===== src/waterfall_pkg.sv =====
package waterfall_pkg;

    localparam int POS_W = 10;
    localparam int SAMPLE_W = 16;

    typedef struct packed {
        logic [7:0] red;
        logic [7:0] green;
        logic [7:0] blue;
    } rgb_pixel_t;

    typedef struct packed {
        logic [POS_W-1:0] h;
        logic [POS_W-1:0] v;
        logic             active;
    } scan_pos_t;

    typedef struct packed {
        logic                valid;
        logic [SAMPLE_W-1:0] data;
    } sample_t;

    typedef struct packed {
        logic        cyc;
        logic        stb;
        logic        we;
        logic [3:0]  adr; // word index.
        logic [31:0] dat;
    } wb_req_t;

    typedef struct packed {
        logic [31:0] dat;
        logic        ack;
    } wb_rsp_t;

    // h is inside when left <= h < right.
    typedef struct packed {
        logic [POS_W-1:0] left;
        logic [POS_W-1:0] right;
    } span_t;

    typedef struct packed {
        logic [7:0] unused;
        rgb_pixel_t rgb;
    } color_view_t;

    typedef struct packed {
        logic [11:0] unused;
        span_t       bounds;
    } span_view_t;

    // the register address picks which view of the bus word is meaningful.
    typedef union packed {
        color_view_t color;
        span_view_t  span;
    } reg_word_u;

    typedef struct packed {
        rgb_pixel_t background;
        span_t      high_span;
        span_t      low_span;
        logic       enable;
    } disp_cfg_t;

    localparam logic [3:0] REG_BG = 4'd0;
    localparam logic [3:0] REG_HIGH_SPAN = 4'd1;
    localparam logic [3:0] REG_LOW_SPAN = 4'd2;
    localparam logic [3:0] REG_CTRL = 4'd3;

    localparam disp_cfg_t CFG_RESET = '{
        background: '{red: 8'h00, green: 8'hf5, blue: 8'h00},
        high_span:  '{left: 10'd96, right: 10'd192},
        low_span:   '{left: 10'd288, right: 10'd384},
        enable:     1'b1
    };

    function automatic logic is_frame_start(input scan_pos_t pos);
        return (pos.h == '0) && (pos.v == '0);
    endfunction

endpackage


===== src/waterfall_regs.sv =====
`timescale 1ns/1ps

module waterfall_regs
    import waterfall_pkg::*;
(
    input  logic      clk_disp,
    input  logic      rst_n,
    input  wb_req_t   wb_i,
    output wb_rsp_t   wb_o,
    output disp_cfg_t cfg
);

    logic        req;
    logic        accept;
    logic        ack_q;
    logic [31:0] rd_dat_q;
    reg_word_u   wr_word;
    reg_word_u   rd_word;
    disp_cfg_t   cfg_q;

    assign req = wb_i.cyc && wb_i.stb;
    assign accept = req && !ack_q; // the cycle with ack high closes the request.
    assign wr_word = wb_i.dat;

    always_comb begin
        rd_word = '0;
        case (wb_i.adr)
            REG_BG: begin
                rd_word.color.rgb = cfg_q.background;
            end
            REG_HIGH_SPAN: begin
                rd_word.span.bounds = cfg_q.high_span;
            end
            REG_LOW_SPAN: begin
                rd_word.span.bounds = cfg_q.low_span;
            end
            REG_CTRL: begin
                rd_word = {31'b0, cfg_q.enable};
            end
            default: begin
                rd_word = '0; // unmapped words read zero.
            end
        endcase
    end

    // a write is taken on the edge that raises ack, so the register holds it in the ack cycle.
    always_ff @(posedge clk_disp) begin
        if (!rst_n) begin
            ack_q <= 1'b0;
            cfg_q <= CFG_RESET;
        end else begin
            ack_q <= accept;
            if (accept && wb_i.we) begin
                case (wb_i.adr)
                    REG_BG:        cfg_q.background <= wr_word.color.rgb;
                    REG_HIGH_SPAN: cfg_q.high_span <= wr_word.span.bounds;
                    REG_LOW_SPAN:  cfg_q.low_span <= wr_word.span.bounds;
                    REG_CTRL:      cfg_q.enable <= wb_i.dat[0];
                    default:       ;
                endcase
            end
        end
    end

    always_ff @(posedge clk_disp) begin
        if (accept) begin
            rd_dat_q <= rd_word;
        end
    end

    assign wb_o = '{dat: rd_dat_q, ack: ack_q};
    assign cfg = cfg_q;

endmodule


===== config.mk =====
export PLATFORM = sky130hd
export DESIGN_NAME = waterfall_regs
export DESIGN_NICKNAME = d
export VERILOG_FILES = /design/src/waterfall_pkg.sv /design/src/waterfall_regs.sv
export SDC_FILE = /design/constraint.sdc
export NUM_CORES = 1
export LEC_CHECK = 0
export ABC_AREA = 1
export BUFFER_PORTS_ARGS = -buffer_cell sky130_fd_sc_hd__buf_2
export CAP_MARGIN = 40
export CORE_MARGIN = 4
export CORE_UTILIZATION = 54
export CTS_CLUSTER_SIZE = 24
export DETAILED_ROUTE_END_ITERATION = 7
export PLACE_DENSITY = 0.88
export SLEW_MARGIN = 20
export SYNTH_ARGS = -nofsm -noshare
export SYNTH_HDL_FRONTEND = slang
export SYNTH_SLANG_ARGS = --single-unit

===== constraint.sdc =====
create_clock -name clk_disp -period 2.1 [get_ports clk_disp]
set_input_delay 0.42 -clock clk_disp [delete_from_list [all_inputs] [get_ports clk_disp]]
set_output_delay 0.42 -clock clk_disp [all_outputs]
set_load 0.03 [all_outputs]

==> impl_results.md, run 1 <==
- Pin count of the biggest net entering global routing: 46
- Synthesized cell area: approximately 4000 sq um
- Layout fillers: ~600
- Cells along the critical path: inv_1 > nand3_2 > nor2_4 > buf_4 > nand3_1 > nand2_1 > nor2_1
- Overflow after GRT: 0
- Status: finished, final reports clean
- Register-to-Register Path Depth: 7
- Initial Utilization: a little under three fifths
- Yosys warns: 0
- Via Count: ~3700
- Post-layout util: around 67%
- Reg2reg start: ack_q$_SDFF_PN0_
- Leakage: roughly 2.3 nW
- Via density: ~5.0
- Worst Hold End: cfg[51]$_SDFFE_PN1P_
- Die area: 8810 sq um
- Post-CTS Hold Buffers: 0
- Final-report max-slew violation count: 0
- RR Endpoint: cfg[1]$_SDFFE_PN0P_
- Area of the multi-input gates: roughly 1500 sq um
- Max_cap viols: 0
- Final Non-Filler Cells: 741
- Setup Skew: between 0.01 and 0.015 ns
- Die width: 93.9 um
- Synth Instances: ~520
- Root buffer cell: clkbuf_8
- Finished Cell Area: 4820 sq um
- Avg Inst Size Synth: approximately 7.7 sq um
- Vias in the first global route: between 3000 and 4000
- Placed inst area: 4610 sq um
- CP arrival: 1.74 ns
- Global-route wire length before repair: approximately 16000 um
- Post-Place Worst Slack: about 0.36 ns
- Row Count: 31
- Unrepaired setup endpoints after global routing: false
- Clock Sinks: 90
- Inserted Clock Buffers: 9
- Final setup TNS: 0 ns
- Chip Height: 93.9 um
- CTS-repair resized insts: 0
- Required time worst endpoint: around 2.3 ns
- H-tree depth: 3
- Drt first-iter violations: approximately 200
- Port Buffers: roughly 120
- Post-synthesis sequential area ratio: 51.3%
- Antenna Cells: 0
- Initial antenna violation count: 0
- Clk buf depth: 2
- Number of distinct library cells after synthesis: 18
- Worst Path Class, Setup: register to register
- WL/cell: between 10 and 15 um
- Reg2reg setup slack: a little over 0.6 ns
- Commonest cells after routing, fill and taps aside: nand2_1, buf_2, nor2_1
- PwrDens: 695 nW/um^2
- Placed Cells: 725
- Fin nets: between 600 and 700
- Overall power: about 3.4 mW
- HP Class: input port to register
- Max incr delay on CP: 0.36 ns
- Final Hold Slack: between 0.2 and 0.3 ns
- Core box area: between 7000 and 8000 sq um
- Slowest-stage cell, CP: nor2_4
- CTS tree: yes
- GRT Overall Usage: between 20% and 30%
- Startpoint types: register
- Hold Crit Start: wb_i[10]
- Max Fclk: around 670 MHz
- CP delay by family, top: simple AND/OR/NAND/NOR gates
- VDD IR-drop max: between 0.0004 and 0.0005 V
- WHS Path Cells: 3
- Final period utilization: a little under three quarters
- Buf/Inv on CP: 2
- Crit path capture type: register
- Setup Viol. Count Final: 0
- Post-DRT Antenna Nets: 0
- Skew-Pair Late Insertion Delay: roughly 0.36 ns
- Most common cell after layout, fill and taps aside: nand2_1
- Register Area: 2040 sq um
- Final hold vios: 0
- Layout cells sized above 1: between 20% and 30%
- Gpl congestion: ~0.86
- Detailed placement HPWL: between 7000 and 8000 um
- Seq cells post-synth: 90
- Post-route DRC violation count: 0
- IO Pins: 139
- Final min period: 1.49 ns
- Final wirelength: roughly 9800 um
- Critical-path maximum fanout: 20
- Drt pass-1 iters: 6
- Postcts setup bufs: 0
- Area Overhead vs Synth: 21.1%
- Reg clk slew, reported paths: around 0.1 ns
- Worst Slack Setup Final: roughly 0.6 ns
==> worst max path at each step <==
stage,startpoint,to,depth (start not counted)
after global routing,ack_q$_SDFF_PN0_,cfg[2]$_SDFFE_PN0P_,7
after detailed placement,wb_i[34],cfg[37]$_SDFFE_PN1P_,8
after CTS,ack_q$_SDFF_PN0_,cfg[41]$_SDFFE_PN0P_,7
after global placement,wb_i[34],cfg[27]$_SDFFE_PN1P_,8
after floorplan,wb_i[38],rd_dat_q[0]$_DFFE_PP_,2
final,ack_q$_SDFF_PN0_,cfg[1]$_SDFFE_PN0P_,7
==> synth_stat cells <==
cell      count  area, sq um
buf_1         4         15.0
buf_2         3         15.0
buf_4        13         97.6
buf_6        15          169
clkbuf_1      2         7.51
conb_1        1         3.75
dfxtp_1      66         1320
edfxtp_1     24          721
inv_1        35          131
inv_2         1         3.75
nand2_1     149          559
nand2_2       2         12.5
nand3_1      85          425
nand3_2       1         10.0
nand4_1       2         12.5
nor2_1      108          405
nor2_2        4         25.0
nor2_4        4         45.0
==> cells by family (layout without fill, tap and decap cells) <==
group	count (synthesis)	after routing	synth area share [%]
DFF	90	90	51.3
other	1	8	0.0942
buffers and inverters	73	189	11.0
and+or+nand+nor	355	355	37.6
==> registers in the layout, summed over array words and instances, names as in the netlist <==
register / flops
ack_q: 1
rd_dat_q: 24
cfg: 65
==> worst register-to-register path, stage by stage (launching register included) <==
cell	delay, ns
dfxtp_1	0.32
inv_1	0.08
nand3_2	0.10
nor2_4	0.36
buf_4	0.32
nand3_1	0.10
nand2_1	0.06
nor2_1	0.05
==> layer usage <==
layer	track usage, %	up-vias	share of wire, %
li1	-	1835	-
met1	27.0	1704	40
met2	39.6	176	51
met3	4.25	16	8.0
met4	9.03	0	1.6
met5	0	-	0
==> where the power goes <==
| part | internal (mW) | total [mW] | leakage, nW | switching [mW] |
|---|---|---|---|---|
| combinational | 0.0870 | 0.299 | 1.46 | 0.212 |
| clock | 0.577 | 1.24 | 0.106 | 0.662 |
| sequential | 1.80 | 1.81 | 0.764 | 0.0107 |
| total | 2.47 | 3.35 | 2.33 | 0.884 |
==> cell type report <==
class | instances | area share, %
clock buffer | 9 | 2.57
sequential | 90 | 42.4
tap | 99 | 2.57
clock inverter | 7 | 1.76
timing repair buffer | 137 | 16.3
inverter | 36 | 2.80
multi-input combinational | 363 | 31.6
No activity file was read; power rests on OpenSTA's default activity.
==> inputs of run 2 (changes only) <==
- CORE_UTILIZATION: 54 -> 45
- PLACE_DENSITY: 0.88 -> 0.79
- clock period: 2.1 -> 1.22 ns (I/O delays scaled with it)
==> run 2 against run 1 <==
Net effect:
- the run now ends with negative setup slack left
- worst setup slack worse by 0.64 ns
- highest routed layer is now met5
- critical path depth is 2 higher
- routed wire length grew 16%
- clock power rose by 48%
- critical endpoint is now cfg[48]$_SDFFE_PN0P_
- hold slack got worse by 0.16 ns
- via count rose by 3.9%
- register-to-register slack lost 0.64 ns
==> impl_results.md, run 2 (synthesis results as in run 1) <==
- Setup Viol. Count Final: 23 (+23)
- PwrDens: 1030 nW/um^2 (+48%)
- Final-report max-slew violation count: 0 (unchanged)
- Clock Sinks: 90 (unchanged)
- Area of the multi-input gates: 1730 sq um (+13%)
- CP arrival: 1.51 ns (-0.23 ns)
- CP delay by family, top: buffers and inverters
- Die width: 102 um (+8.7%)
- Combinational power share: 11.4% (+2.5 points)
- Final Non-Filler Cells: 768 (+3.6%)
- Max FFs per register: 65 (unchanged)
- Overall power: 5.59 mW (+67%)
- IO Pins: 139 (unchanged)
- Initial antenna violation count: 1 (+1)
- VDD IR-drop max: 0.000551 V (+33%)
- CTS tree: yes
- Most common cell after layout, fill and taps aside: nand2_1
- Status: finished with violations
- Psw: 1.52 mW (+72%)
- Final min period: 1.25 ns (-0.240 ns)
- Overflow after GRT: 0 (unchanged)
- Skew-Pair Late Insertion Delay: 0.35 ns (about the same)
- Via density: 5.05 (+0.26%)
- Most frequent CP cell: buf_12
- Cells along the critical path: inv_2 > nand3_4 > nor2_4 > buf_12 > buf_12 > buf_6 > nand3_2 > nand2_1 > nor2_1
- Gpl congestion: 0.811 (-5.6%)
- Port Buffers: 122 (unchanged)
- GRT Overall Usage: 20.8% (-1.7 points)
- Antenna Cells: 0 (unchanged)
- Buf/Inv on CP: 4 (+2)
- Commonest cells after routing, fill and taps aside: nand2_1, nor2_1, buf_2
- Die area: 10400 sq um (+18%)
- Clk buf depth: 2 (unchanged)
- Max incr delay on CP: 0.33 ns (-0.03 ns)
- Worst Path Class, Setup: register to register
- Final period utilization: 103% (+32 points)
- Post-DRT Antenna Nets: 0 (unchanged)
- Startpoint types: register
- Net Sw Frac: 27.1% (+0.76 points)
- Global-route wire length before repair: 16900 um (+8.1%)
- Max Fclk: 798 MHz (+19%)
- Placed Cells: 743 (+2.5%)
- Leakage: 2.52 nW (+7.8%)
- Max_cap viols: 0 (unchanged)
- Via Count: 3877 (+3.9%)
- Critical-path maximum fanout: 5 (-75%)
- Initial Utilization: 45.9% (-9.3 points)
- Post-route DRC violation count: 0 (unchanged)
- Worst Slack Setup Final: -0.0329 ns (-0.640 ns)
- Area Overhead vs Synth: 36.9%
- Clock group share of total power: 32.8% (-4.2 points)
- Detailed placement HPWL: 7370 um (+4.3%)
- Inserted Clock Buffers: 9 (unchanged)
- Layout cells sized above 1: 37.3% (+12 points)
- Fin nets: 696 (+2.7%)
- Row Count: 34 (+9.7%)
- Core box area: 8680 sq um (+20%)
- Setup Skew: 0.0143 ns (+0.00258 ns)
- Required time worst endpoint: 1.47 ns (-0.87 ns)
- Drt pass-1 iters: 5 (-1)
- Layout fillers: 772 (+28%)
- Pin count of the biggest net entering global routing: 67 (+46%)
- P_int: 4.08 mW (+65%)
- Vias in the first global route: 3557 (+6.6%)
- Register Area: 2070 sq um (+1.4%)
- HP Class: input port to register
- Post-CTS Hold Buffers: 0 (unchanged)
- H-tree depth: 3 (unchanged)
- Root buffer cell: clkbuf_8
- Post-layout util: 62.8% (-4.0 points)
- Final hold vios: 0 (unchanged)
- Reg clk slew, reported paths: 0.09 ns (about the same)
- WL/cell: 14.9 um (+12%)
- Failing checks: negative setup slack
- Final wirelength: 11400 um (+16%)
- Unrepaired setup endpoints after global routing: true
- Post-Place Worst Slack: -0.120 ns (-0.482 ns)
- Sequential Power Share: 55.9% (+1.8 points)
- Chip Height: 102 um (+8.7%)
- Crit path capture type: register
- Drt first-iter violations: 191 (-3.5%)
- Slowest-stage cell, CP: dfxtp_2
## run 2: cell type report
class / count / share of cell area [%]
flip-flops and latches: 90 / 38.0
multi-input cells: 363 / 31.7
repair buffers: 155 / 22.2
inverters: 36 / 2.55
well taps: 108 / 2.48
clock buffers: 10 / 2.34
clock inverters: 6 / 0.735
## run 2: power groups by stage
| stage | Sequential [mW] | Combinational (mW) | Clock (mW) |
|---|---|---|---|
| global placement | 3.19 | 0.541 | 0 |
| CTS | 3.12 | 0.576 | 1.86 |
| floorplan | 3.28 | 0.285 | 0 |
| finish | 3.13 | 0.635 | 1.83 |
| detailed placement | 3.19 | 0.553 | 0 |
| global route | 3.13 | 0.685 | 2.00 |
## run 2: layer usage
metal	vias to the layer above	wire, um	track usage (%)	part of all wire [%]
met2	176	5790	35.2	51
met4	2	180	9.08	1.6
met1	1805	4560	26.2	40
met3	15	893	3.34	7.8
li1	1879	-	-	-
met5	-	7	0	0.061
## run 2: timing repair
action | in CTS | in global routing
endpoints found under the setup margin | 48 | 99
gates resized for setup | 9 | 124
setup buffers | 4 | 1
cloned | 1 | 3
pin swaps | 1 | 16
## run 2: worst paths after layout
| kind | startpoint | to | slack (ns) | cells past startpoint |
|---|---|---|---|---|
| worst min-delay path | wb_i[14] | cfg[55]$_SDFFE_PN1P_ | 0.12 | 3 |
| worst max register to register | ack_q$_SDFF_PN0_ | cfg[48]$_SDFFE_PN0P_ | -0.03 | 9 |
| worst min register to register | cfg[53]$_SDFFE_PN1P_ | cfg[53]$_SDFFE_PN1P_ | 0.48 | 2 |
| worst max-delay path | ack_q$_SDFF_PN0_ | cfg[48]$_SDFFE_PN0P_ | -0.03 | 9 |
## run 2: worst register-to-register path, cell delays in order (launching register included)
cell	delay (ns)
dfxtp_2	0.33
inv_2	0.07
nand3_4	0.07
nor2_4	0.13
buf_12	0.15
buf_12	0.14
buf_6	0.12
nand3_2	0.05
nand2_1	0.06
nor2_1	0.04
## run 2: through the flow
| step | setup TNS, ns | area (sq um) | hold slack (ns) |
|---|---|---|---|
| 2_1_floorplan | 0 | 4010 | 0.370 |
| 3_3_place_gp | -1.96 | 4770 | 0.460 |
| 3_5_place_dp | -4.44 | 4770 | 0.472 |
| 4_1_cts | -0.155 | 5020 | 0.111 |
| 5_1_grt | -3.72 | 5450 | 0.124 |
| 6_report | -0.261 | 5450 | 0.118 |
==> inputs of run 3 (changes only) <==
- CELL_PAD_IN_SITES_DETAIL_PLACEMENT: unset -> 1
- CELL_PAD_IN_SITES_GLOBAL_PLACEMENT: unset -> 1
- CORE_UTILIZATION: 45 -> 32
- HOLD_SLACK_MARGIN: unset -> 0.1
==> run 3 against run 2 <==
Net effect:
- the flow now finishes without violations
- register-to-register slack gained 0.03 ns
- global-route usage down 2.7 points
- first-iteration DRC count rose by 18%
- critical path depth is 2 lower
- sequential cell count unchanged
- hold slack improved by 0.026 ns
- worst setup slack better by 0.033 ns
- core utilization is 19 points lower
- combinational power decreased by 2%
- final cell count rose by 7.4%
- clock power up 55%
==> impl_results.md, run 3 (synthesis results as in run 1) <==
- Status: finished, final reports clean
- Skew-Pair Late Insertion Delay: 0.33 ns (-0.02 ns)
- Final period utilization: 100% (-2.7 points)
- Global-route wire length before repair: 20600 um (+22%)
- Combinational power share: 9.4% (-2.0 points)
- Unrepaired setup endpoints after global routing: true
- Startpoint types: register
- Net Sw Frac: 23.8% (-3.4 points)
- Final hold vios: 0 (unchanged)
- Detailed placement HPWL: 9090 um (+23%)
- Layout cells sized above 1: 28.6% (-8.7 points)
- Die area: 14300 sq um (+37%)
- Finished Cell Area: 5320 sq um (-2.5%)
- Inserted Clock Buffers: 9 (unchanged)
- Overflow after GRT: 0 (unchanged)
- Sequential Power Share: 47.6% (-8.3 points)
- VDD IR-drop max: 0.000459 V (-17%)
- Max FFs per register: 65 (unchanged)
- Crit path capture: cfg[18]$_SDFFE_PN0P_
- Initial antenna violation count: 0 (-1)
- Max_cap viols: 0 (unchanged)
- Most common cell after layout, fill and taps aside: nand2_1
- Final-report max-slew violation count: 0 (unchanged)
- Area Overhead vs Synth: 33.5%
- P_int: 5.02 mW (+23%)
- Post-route DRC violation count: 0 (unchanged)
- Final min period: 1.22 ns (-0.0332 ns)
- WL/cell: 15.6 um (+5.0%)
- Post-CTS Hold Buffers: 0 (unchanged)
- Worst Path Class, Setup: register to register
- Crit path capture type: register
- Initial Utilization: 32.9% (-13 points)
- Pin count of the biggest net entering global routing: 67 (unchanged)
- CP arrival: 1.49 ns (-0.02 ns)
- Via Count: 3801 (-2.0%)
- Critical-path maximum fanout: 15 (+10)
- Chip Height: 120 um (+17%)
- Reg2reg start: ack_q$_SDFF_PN0_
- RR Endpoint: cfg[18]$_SDFFE_PN0P_
- Port Buffers: 122 (unchanged)
- Leakage: 2.49 nW (-1.1%)
- Reg2reg setup slack: 0.0003 ns (+0.03 ns)
- HP Class: input port to register
- IO Pins: 139 (unchanged)
- Reg clk slew, reported paths: 0.06 ns (-0.03 ns)
- GRT Overall Usage: 18.1% (-2.7 points)
- Setup Viol. Count Final: 0 (-100%)
- Fin nets: 693 (-0.43%)
- Die width: 120 um (+17%)
- Drt pass-1 iters: 4 (-1)
- Core box area: 12100 sq um (+40%)
- Final wirelength: 12900 um (+13%)
- Clock Sinks: 90 (unchanged)
- Clock group share of total power: 43.0% (+10 points)
- Layout fillers: 1551 (+100%)
- Root buffer cell: clkbuf_16
- Row Count: 40 (+18%)
- PwrDens: 1240 nW/um^2 (+21%)
- Via density: 4.61 (-8.7%)
- Max Fclk: 820 MHz (+2.7%)
- Register-to-Register Path Depth: 7 (-2)
- Commonest cells after routing, fill and taps aside: nand2_1, buf_2, nor2_1
- Required time worst endpoint: 1.49 ns (+0.02 ns)
- Post-DRT Antenna Nets: 0 (unchanged)
- Psw: 1.56 mW (+2.9%)
- Placed inst area: 4880 sq um (+2.3%)
- Final setup TNS: 0 ns (+0.261 ns)
- CTS tree: yes
- Vias in the first global route: 3999 (+12%)
- Clk buf depth: 2 (unchanged)
- Gpl congestion: 0.779 (-3.9%)
- H-tree depth: 3 (unchanged)
- Antenna Cells: 0 (unchanged)
- Setup Skew: 0.00532 ns (-0.00902 ns)
- Drt first-iter violations: 226 (+18%)
- Worst Setup SP: ack_q$_SDFF_PN0_
-- run 3: changes by cell type in the layout (fill, tap and decap cells not counted), sizes merged --
| cell | delta |
|---|---|
| buf | +29 |
| bufinv | +1 |
| clkbuf | -28 |
| clkinv | -2 |
| clkinvlp | -1 |
| inv | -2 |
-- run 3: metrics by stage --
step | setup WS, ns | power [mW] | hold WS (ns) | instances | utilization [%]
finish | 0.000313 | 6.58 | 0.144 | 825 | 43.9
CTS | -0.00430 | 6.62 | 0.131 | 824 | 43.1
floorplan | 0.0442 | 3.57 | 0.370 | 526 | -
global placement | -0.0607 | 3.76 | 0.463 | 804 | 40.3
detailed placement | -0.0959 | 3.78 | 0.472 | 804 | 40.3
global route | -0.0741 | 6.85 | 0.144 | 825 | 43.9
-- run 3: routing by layer --
layer	vias to the layer above	share of wire, %	track usage (%)
met5	-	0	0
met4	0	1.4	5.58
met3	12	5.0	3.49
met2	93	52	33.4
met1	1828	42	21.1
li1	1868	-	-
-- run 3: layout make-up --
type | instances | area [sq um] | share of cell area, %
tap | 168 | 210 | 3.95
clock inverter | 2 | 35.0 | 0.659
clock buffer | 14 | 264 | 4.97
timing repair buffer | 152 | 1050 | 19.7
multi-input combinational | 363 | 1580 | 29.7
sequential | 90 | 2040 | 38.4
inverter | 36 | 139 | 2.61
-- run 3: timing repair --
item	CTS	global route
resized for setup	4	19
cloned	0	1
buffers inserted	4	0
setup endpoints to repair	56	84
pin swaps	1	3
-- run 3: how the worst min path moves through the flow --
stage / startpoint / endpoint / slack (ns) / cells past startpoint
2_1_floorplan: wb_i[8] / cfg[49]$_SDFFE_PN1P_ / 0.37 / 2
3_3_place_gp: cfg[55]$_SDFFE_PN1P_ / cfg[55]$_SDFFE_PN1P_ / 0.46 / 2
3_5_place_dp: cfg[19]$_SDFFE_PN1P_ / cfg[19]$_SDFFE_PN1P_ / 0.47 / 2
4_1_cts: wb_i[13] / cfg[54]$_SDFFE_PN1P_ / 0.13 / 3
5_1_grt: wb_i[13] / cfg[54]$_SDFFE_PN1P_ / 0.14 / 3
6_report: wb_i[13] / cfg[54]$_SDFFE_PN1P_ / 0.14 / 3
-- run 3: power groups by stage --
stage          Clock [mW]  Sequential, mW  Combinational, mW
6_report             2.83            3.13              0.621
5_1_grt              3.04            3.13              0.674
4_1_cts              2.89            3.13              0.603
3_5_place_dp            0            3.19              0.589
3_3_place_gp            0            3.19              0.567
2_1_floorplan           0            3.28              0.285
-- run 3: critical path, stage by stage, from the launching register on --
cell and delay (ns):
dfxtp_2 0.32, inv_2 0.07, nand4_1 0.13, buf_6 0.17
nor2_4 0.13, buf_12 0.17, nor2_1 0.06, nor2_1 0.11
